==> src/hw/dcache_defines.svh <==
/* Data cache geometry
   4-way, 8-set cache of single 32-bit words */
`ifndef DCACHE_DEFINES_SVH
`define DCACHE_DEFINES_SVH

// Word and address width
`define DCACHE_WORD_W 32
`define DCACHE_BYTES 4     // Bytes per word

// Organisation
`define DCACHE_WAYS 4
`define DCACHE_WAY_W 2     // Way number width
`define DCACHE_SETS 8
`define DCACHE_SET_W 3     // Set index width

// Address split, top to bottom
`define DCACHE_TAG_W 27
`define DCACHE_OFF_W 2     // Byte offset inside a word

`endif
==> src/hw/dcache_pkg.sv <==
/* Data cache types
   Address views and way/set numbering */
`default_nettype none
`include "dcache_defines.svh"

package dcache_pkg;

    typedef logic [`DCACHE_WAY_W-1:0] way_idx_t;   // Way number
    typedef logic [`DCACHE_WAYS-1:0]  way_vec_t;   // One bit per way
    typedef logic [`DCACHE_SET_W-1:0] set_idx_t;   // Set number

    // CPU byte address split into cache fields
    typedef struct packed {
        logic [`DCACHE_TAG_W-1:0] tag;
        set_idx_t                 set;
        logic [`DCACHE_OFF_W-1:0] offset;   // Byte lane, words are aligned
    } dcache_addr_fields_t;

    typedef union packed {
        logic [`DCACHE_WORD_W-1:0] raw;     // As the CPU drives it
        dcache_addr_fields_t       fields;
    } dcache_addr_u;

endpackage

`default_nettype wire

==> src/hw/dcache_lookup_if.sv <==
/* Lookup and fill results shared by the cache blocks */
`timescale 1ns/100ps
`default_nettype none

interface dcache_lookup_if import dcache_pkg::*; ();

    set_idx_t set_idx;      // Addressed set
    logic     tag_hit;      // Access that hits
    way_vec_t hit_way;      // One-hot tag match
    way_idx_t hit_idx;      // Encoded match
    way_vec_t valid_vec;    // Valid bits of the addressed set
    logic     fill;         // Write a new line this edge
    way_idx_t fill_way;     // Victim picked by the LRU block

    // Tag side makes every decision
    modport tags (
        output set_idx, tag_hit, hit_way, hit_idx, valid_vec, fill,
        input  fill_way
    );

    // Replacement state, names the victim
    modport lru (
        input  set_idx, tag_hit, hit_way, hit_idx, valid_vec, fill,
        output fill_way
    );

    modport data (
        input set_idx, tag_hit, hit_idx, fill, fill_way
    );

endinterface

`default_nettype wire

==> src/hw/mips_dcache.sv <==
/* 4-way set-associative data cache for a MIPS-style CPU
   Tag match, pseudo-LRU and data storage joined by one lookup bus */
`timescale 1ns/100ps
`default_nettype none
`include "dcache_defines.svh"

module mips_dcache import dcache_pkg::*; (
    input  logic                      clk,
    input  logic                      rst,
    input  logic                      read_en,
    input  logic                      write_en,
    input  logic                      data_valid,
    input  logic [`DCACHE_WORD_W-1:0] addr,
    input  logic [`DCACHE_WORD_W-1:0] writedata,
    input  logic [`DCACHE_WORD_W-1:0] data_in,
    input  logic [`DCACHE_BYTES-1:0]  byte_en,
    output logic [`DCACHE_WORD_W-1:0] readdata,
    output logic                      stall       // Also seen by the controller
);

    dcache_addr_u addr_u;
    dcache_lookup_if lk ();

    assign addr_u.raw = addr;

    dcache_tag_array tag_array_inst (
        .clk        (clk),
        .rst        (rst),
        .addr       (addr_u),
        .read_en    (read_en),
        .write_en   (write_en),
        .byte_en    (byte_en),
        .data_valid (data_valid),
        .stall      (stall),
        .lk         (lk.tags)
    );

    dcache_plru plru_inst (.clk(clk), .rst(rst), .lk(lk.lru));

    dcache_data_array data_array_inst (
        .clk        (clk),
        .read_en    (read_en),
        .write_en   (write_en),
        .writedata  (writedata),
        .byte_en    (byte_en),
        .data_in    (data_in),
        .data_valid (data_valid),
        .readdata   (readdata),
        .lk         (lk.data)
    );

endmodule

`default_nettype wire

==> src/hw/dcache_data_array.sv <==
/* Data word storage with byte-enable merge
   Registered read data with controller bypass */
`timescale 1ns/100ps
`default_nettype none
`include "dcache_defines.svh"

module dcache_data_array import dcache_pkg::*; (
    input  logic                      clk,
    input  logic                      read_en,
    input  logic                      write_en,
    input  logic [`DCACHE_WORD_W-1:0] writedata,
    input  logic [`DCACHE_BYTES-1:0]  byte_en,
    input  logic [`DCACHE_WORD_W-1:0] data_in,
    input  logic                      data_valid,
    output logic [`DCACHE_WORD_W-1:0] readdata,
    dcache_lookup_if.data             lk
);

    logic [`DCACHE_WORD_W-1:0] data_mem [`DCACHE_SETS][`DCACHE_WAYS];
    logic [`DCACHE_WORD_W-1:0] hit_word;      // Word at the hit way
    logic [`DCACHE_WORD_W-1:0] hit_merged;
    logic [`DCACHE_WORD_W-1:0] fill_word;
    logic [`DCACHE_WORD_W-1:0] readdata_reg = '0;

    // Enabled bytes from new_word, the rest kept from old_word
    function automatic logic [`DCACHE_WORD_W-1:0] byte_merge(
        input logic [`DCACHE_WORD_W-1:0] new_word,
        input logic [`DCACHE_WORD_W-1:0] old_word,
        input logic [`DCACHE_BYTES-1:0]  be
    );
        logic [`DCACHE_WORD_W-1:0] result;
        result = old_word;
        for (int b = 0; b < `DCACHE_BYTES; b++) begin
            if (be[b]) result[b*8 +: 8] = new_word[b*8 +: 8];
        end
        return result;
    endfunction

    assign hit_word   = data_mem[lk.set_idx][lk.hit_idx];
    assign hit_merged = byte_merge(writedata, hit_word, byte_en);

    // Read fill takes the fetched word, write fill overlays writedata
    assign fill_word = read_en ? data_in : byte_merge(writedata, data_in, byte_en);

    always_ff @(posedge clk) begin
        if (lk.fill) begin
            data_mem[lk.set_idx][lk.fill_way] <= fill_word;
        end else if (lk.tag_hit && write_en) begin
            data_mem[lk.set_idx][lk.hit_idx] <= hit_merged;
        end
    end

    always_ff @(posedge clk) begin
        if (lk.fill && data_valid) begin
            readdata_reg <= data_in;      // Fetched word seen by the CPU
        end else if (lk.tag_hit && read_en) begin
            readdata_reg <= hit_word;
        end
    end

    assign readdata = data_valid ? data_in : readdata_reg;   // Bypass while filling

    // Fill only ever follows a miss decided in the tag array
    a_fill_not_hit: assert property (@(posedge clk) !(lk.fill && lk.tag_hit));

endmodule

`default_nettype wire

==> src/hw/dcache_plru.sv <==
/* Tree pseudo-LRU, 3 bits per set
   Picks the lowest invalid way, else follows the tree */
`timescale 1ns/100ps
`default_nettype none
`include "dcache_defines.svh"

module dcache_plru import dcache_pkg::*; (
    input  logic         clk,
    input  logic         rst,
    dcache_lookup_if.lru lk
);

    // Bit 2 selects the LRU pair, bit 1 way 2/3, bit 0 way 0/1
    logic [2:0] lru_mem [`DCACHE_SETS];
    logic [2:0] lru_bits;
    logic [2:0] lru_next;
    way_idx_t   lru_way;     // Where the tree points
    way_idx_t   victim;
    way_idx_t   touch_way;
    logic       touch;

    assign lru_bits = lru_mem[lk.set_idx];

    always_comb begin
        casez (lru_bits)
            3'b0?0:  lru_way = 2'd0;
            3'b0?1:  lru_way = 2'd1;
            3'b10?:  lru_way = 2'd2;
            default: lru_way = 2'd3;
        endcase
    end

    // Empty ways first, lowest number wins
    always_comb begin
        victim = lru_way;
        for (int w = `DCACHE_WAYS - 1; w >= 0; w--) begin
            if (!lk.valid_vec[w]) victim = way_idx_t'(w);
        end
    end
    assign lk.fill_way = victim;   // Independent of fill, no loop

    assign touch     = lk.fill | lk.tag_hit;
    assign touch_way = lk.fill ? lk.fill_way : lk.hit_idx;

    // Point away from the touched way at both tree levels
    always_comb begin
        lru_next    = lru_bits;
        lru_next[2] = ~touch_way[1];
        if (touch_way[1]) begin
            lru_next[1] = ~touch_way[0];
        end else begin
            lru_next[0] = ~touch_way[0];
        end
    end

    always_ff @(posedge clk) begin
        if (rst) begin
            for (int s = 0; s < `DCACHE_SETS; s++) begin
                lru_mem[s] <= '0;
            end
        end else if (touch) begin
            lru_mem[lk.set_idx] <= lru_next;
        end
    end

    // Full set evicts exactly the tree's choice
    a_full_victim: assert property (@(posedge clk) disable iff (rst)
        lk.fill && (&lk.valid_vec) |->
            lk.fill_way == {lru_bits[2], lru_bits[2] ? lru_bits[1] : lru_bits[0]});

    // Encoded hit agrees with the one-hot match
    a_hit_idx: assert property (@(posedge clk) disable iff (rst)
        lk.tag_hit |-> lk.hit_way[lk.hit_idx]);

endmodule

`default_nettype wire

==> src/hw/dcache_tag_array.sv <==
/* Tag and valid storage with parallel match
   Makes the miss, stall and fill decision for the whole cache */
`timescale 1ns/100ps
`default_nettype none
`include "dcache_defines.svh"

module dcache_tag_array import dcache_pkg::*; (
    input  logic                     clk,
    input  logic                     rst,
    input  dcache_addr_u             addr,
    input  logic                     read_en,
    input  logic                     write_en,
    input  logic [`DCACHE_BYTES-1:0] byte_en,
    input  logic                     data_valid,
    output logic                     stall,
    dcache_lookup_if.tags            lk
);

    logic [`DCACHE_TAG_W-1:0] tag_mem [`DCACHE_SETS][`DCACHE_WAYS];
    way_vec_t                 valid_mem [`DCACHE_SETS];
    way_vec_t                 match;        // Raw compare, any cycle
    logic                     access;
    logic                     full_write;   // Whole word overwritten, no fetch needed

    assign access     = read_en | write_en;
    assign full_write = write_en & (&byte_en);

    assign lk.set_idx   = addr.fields.set;
    assign lk.valid_vec = valid_mem[lk.set_idx];

    // All four ways compared at once
    always_comb begin
        for (int w = 0; w < `DCACHE_WAYS; w++) begin
            match[w] = lk.valid_vec[w] && (tag_mem[lk.set_idx][w] == addr.fields.tag);
        end
    end
    assign lk.hit_way = match;

    always_comb begin
        case (match)
            4'b0010: lk.hit_idx = 2'd1;
            4'b0100: lk.hit_idx = 2'd2;
            4'b1000: lk.hit_idx = 2'd3;
            default: lk.hit_idx = 2'd0;   // Way 0 or no match
        endcase
    end

    assign lk.tag_hit = access & (|match);

    // Miss waits for the controller unless the whole word is written
    assign stall   = ~lk.tag_hit & (read_en | (write_en & ~(&byte_en)));
    assign lk.fill = access & ~(|match) & (data_valid | full_write);

    always_ff @(posedge clk) begin
        if (rst) begin
            for (int s = 0; s < `DCACHE_SETS; s++) begin
                valid_mem[s] <= '0;
            end
        end else if (lk.fill) begin
            valid_mem[lk.set_idx][lk.fill_way] <= 1'b1;
        end
    end

    always_ff @(posedge clk) begin
        if (lk.fill) tag_mem[lk.set_idx][lk.fill_way] <= addr.fields.tag;
    end

    // A tag can live in one way of a set only
    a_hit_onehot: assert property (@(posedge clk) disable iff (rst)
        $onehot0(lk.hit_way));

    // A held request hits right after its fill
    a_fill_then_hit: assert property (@(posedge clk) disable iff (rst)
        $past(lk.fill) && access && $stable(addr) |-> lk.tag_hit);

endmodule

`default_nettype wire

==> config.mk <==
export PLATFORM = sky130hd
export DESIGN_NAME = mips_dcache
export DESIGN_NICKNAME = d
export VERILOG_FILES = /design/src/hw/dcache_pkg.sv /design/src/hw/dcache_lookup_if.sv /design/src/hw/mips_dcache.sv /design/src/hw/dcache_data_array.sv /design/src/hw/dcache_plru.sv /design/src/hw/dcache_tag_array.sv
export VERILOG_INCLUDE_DIRS = /design/src /design/src/hw
export SDC_FILE = /design/constraint.sdc
export NUM_CORES = 2
export LEC_CHECK = 0
export ABC_AREA = 1
export BUFFER_PORTS_ARGS = -buffer_cell sky130_fd_sc_hd__buf_4
export CORE_MARGIN = 2
export CORE_UTILIZATION = 40
export CTS_CLUSTER_SIZE = 25
export DETAILED_ROUTE_END_ITERATION = 16
export PLACE_DENSITY = 0.52
export SLEW_MARGIN = 0
export SYNTH_ARGS = -nofsm -noshare
export SYNTH_HDL_FRONTEND = slang
export SYNTH_HIERARCHICAL = 1
export SYNTH_SLANG_ARGS = --single-unit
==> constraint.sdc <==
create_clock -name clk -period 6.25 [get_ports clk]
set_clock_uncertainty 0.05 [all_clocks]
set_input_delay 1.25 -clock clk [delete_from_list [all_inputs] [get_ports clk]]
set_output_delay 1.25 -clock clk [all_outputs]
set_load 0.02 [all_outputs]
==> impl_metrics.py <==
metrics = {
    "hold_path": {
        "whs_endpoint": "tag_array_inst/valid_mem[5][1]",
        "hold_start": "tag_array_inst/valid_mem[5][1]",
        "hold_class": "register to register",
        "hold_depth": 2,
    },
    "sta": {
        "min_period_ps": 6040,
        "fin_crit_sh_pct": 96.6,
        "hold_viol_final": 0,
        "fin_ws_ps": 210,
        "worst_pin_slew_ps": 1280,
        "setup_viol": 0,
        "relSlewSlack_pct": 14.6,
        "fmax_mhz": 166,
        "rsz0062_at_grt": "false",
        "maxSlewViolCount": 0,
    },
    "pwr": {
        "combPwrFrac_pct": 8.8,
        "power.density_nw_per_um2": 285,
        "peakVddDrop_mv": 0.296,
        "pwr-share-clk_pct": 41.4,
        "p_int_mw": 22.4,
        "p_seq_share_pct": 49.8,
        "p_switching_mw": 7.15,
        "p_sw_share_pct": 24.2,
        "power_mw": 29.6,
        "leakagePower_nw": 43.6,
    },
    "drt": {
        "routed_via_density": 5.11,
        "drtPass1Iterations": 6,
        "drcViolationCount": 0,
        "dr_total_vias": 63915,
        "drt_iter0_drc": 6046,
        "ant_nets": 0,
        "wl_per_cell_um": 23.1,
        "routed_wirelength_mm": 289,
    },
    "cells_and_area": {
        "top_regs": "data_array_inst/data_mem x1024, tag_array_inst/tag_mem x864",
        "final_util_pct": 47.2,
        "stdcell_count": 12503,
        "final_layout_size_suffix_gt1_share_pct": 10.7,
        "fill_cells": 20352,
        "areaGrowthSynthToFinish_pct": 17.4,
        "largest_register": "data_array_inst/data_mem",
        "multi_input_area_um2": 25000,
        "register_area_um2": 59000,
        "largest_reg_flops": 1024,
        "final_net_count": 9566,
    },
    "place": {
        "placement.io_buffers": 135,
        "post-dp-hpwl_mm": 179,
        "preCtsSetupSlack_ps": -529,
        "dp_cells": 12120,
        "place_congestion": 0.919,
    },
    "critical_path": {
        "r2r_setup_slack_ps": 1140,
        "r2r_end": "data_array_inst/data_mem[4][36]",
        "r2r-start": "tag_array_inst/tag_mem[0][53]",
        "r2r_cells": 28,
        "cp_data_required_time_ps": 4950,
        "arrival_ps": 4740,
        "end_kind": "primary output",
        "worstSetupStartpointType": "input pin",
        "cp_max_fo": 52,
        "path_class": "input pin to primary output",
    },
    "synthesis": {
        "syn_area_per_cell_um2": 9.72,
        "ys_types": 50,
        "yosys_warnings": 6,
        "ys_ff_latch": 1976,
        "synth_area_um2": 88300,
        "netlist.area_leader.share_pct": 66.1,
        "synth_edf_count": 1944,
        "async_flop_share_pct": 0,
        "yosysSeqAreaShare_pct": 66.8,
        "syn_nets": 9192,
        "synth_flop_cell": "edfxtp_1",
        "synth_largest_area_cell": "edfxtp_1",
        "synth_area_leaders": "edfxtp_1, nand2_1, inv_1, nor2_1, nand3_1",
        "netlist_instances": 9087,
    },
    "die": {
        "die_w_um": 474,
        "num_rows": 172,
        "initial_core_util_pct": 40.2,
        "core_area_um2": 220000,
        "die_y_um": 474,
        "io_pins": 138,
        "die_area_um2": 225000,
    },
    "clock_tree": {
        "cts-resized-gates": 0,
        "cts.path.max_buffers": 3,
        "tritoncts": "yes",
        "post_cts_buffers": 0,
        "clkTransAtPathRegs_ps": 60,
        "ctsHoldBuffers": 0,
        "cts-root-buf": "clkbuf_16",
        "cts-buffers-inserted": 210,
        "clk_latency_ps": 880,
        "h-tree-depth": 4,
        "clock-sinks": 1976,
    },
    "grt": {
        "grt_max_degree": 153,
        "grt_pass1_wl_mm": 413,
        "antenna_found_initial": 2,
        "grt_pass1_vias": 58874,
        "grt_use_total_pct": 25.3,
        "overflow": 0,
    },
    "status": {
        "status": "finished clean",
    },
    "flow_run": {
        "max_cap_viol_count": 0,
    },
}
## cell families after synthesis
logic type | synth area share (%)
simple gates | 25.3
xor+xnor | 0.00992
mux | 0.408
flops | 66.8
compound gates | 2.26
buf+inv | 5.23
## synth_stat cells (2+ instances only)
master       n
buf_1       41
o21ai_1     71
nor3b_1      3
mux2_2      32
edfxtp_1  1944
dfxtp_1     32
nor2_2       2
nand3b_1    10
nor2_4       4
a31oi_1      4
inv_2       10
o21ai_0    186
a21oi_1     52
nand2_2     12
nand2_1   4499
nand3_1    386
nor2_1     585
buf_2      202
nand3_4      3
o211ai_1    48
buf_4       26
nor3_2       3
nand3_2      2
buf_6       46
or2_1       23
or2_0       10
or2_2       37
inv_1      607
clkbuf_1   104
nor3_1      33
clkbuf_2     2
nand4_1     50
## cells in the final DEF, fill, tap and decap left out, drive strengths merged, types with 10 or more instances in the layout
cell    synthesis  routed
inv           619     613
nor3           36      36
dfxtp          32      32
bufinv          0      17
nand2        4512    4512
edfxtp       1944    1944
nor2          592     592
clkinv          1      95
nand3b         10      10
nand3         391     391
buf           315     583
clkbuf        106     267
mux2           32      32
o211ai         48      48
o21ai         258     258
nand4          50      50
or2            70      70
a21oi          52      52
## layer usage
| metal | GRT usage, % | part of all wire (%) | vias up |
|---|---|---|---|
| li1 | - | - | 30258 |
| met1 | 33.3 | 41 | 30834 |
| met2 | 42.2 | 48 | 2294 |
| met3 | 3.68 | 6.7 | 527 |
| met4 | 10.3 | 4.4 | 2 |
| met5 | 0 | 0.0045 | - |
## worst max-delay path by stage
stage	startpoint	end	slack (ps)	cells past startpoint
detailed placement	addr[2]	data_array_inst/data_mem[5][36]	-530	31
global placement	addr[2]	data_array_inst/data_mem[4][36]	-570	31
finish	addr[2]	stall	210	21
global route	addr[2]	stall	40	21
floorplan	addr[2]	data_array_inst/readdata_reg[0]	410	18
CTS	addr[2]	stall	230	21
## per-stage QoR
step	instance area, µm²	TNS [ps]	hold slack (ps)
after floorplan	88300	0	374
after global placement	97000	-92660	386
after detailed placement	97000	-79230	390
after CTS	104000	0	399
after global routing	104000	0	414
final	104000	0	398
## power by group through the flow
| stage | combinational (mW) | clock [mW] | sequential [mW] |
|---|---|---|---|
| after floorplan | 1.30 | 0 | 15.0 |
| after global placement | 2.56 | 0 | 15.0 |
| after detailed placement | 2.57 | 0 | 15.0 |
| after CTS | 2.58 | 12.5 | 14.7 |
| after global routing | 2.80 | 13.0 | 14.7 |
| final | 2.59 | 12.2 | 14.7 |
## final cells by class
class,count,area share (%)
multi-input combinational,6070,24.1
clock inverter,113,1.17
sequential,1976,56.9
inverter,620,2.28
clock buffer,267,5.30
timing repair buffer,583,6.75
tap,2871,3.46
antenna,3,0.00724
## critical path, cell delays in order
cell and delay [ps]:
buf_8 120, clkinv_8 150, buf_12 290, buf_4 200
buf_4 150, nand2_1 60, nand3_1 70, nand2_1 50
nor2_1 330, nor2_1 120, nor2_1 270, nand3b_1 110
nor2_1 130, nand3_1 90, nor2_1 380, buf_4 210
nor2_1 70, nand2_1 90, nor2_1 50, buf_4 210
buf_4 160
Power figures use the tool's default switching activity.
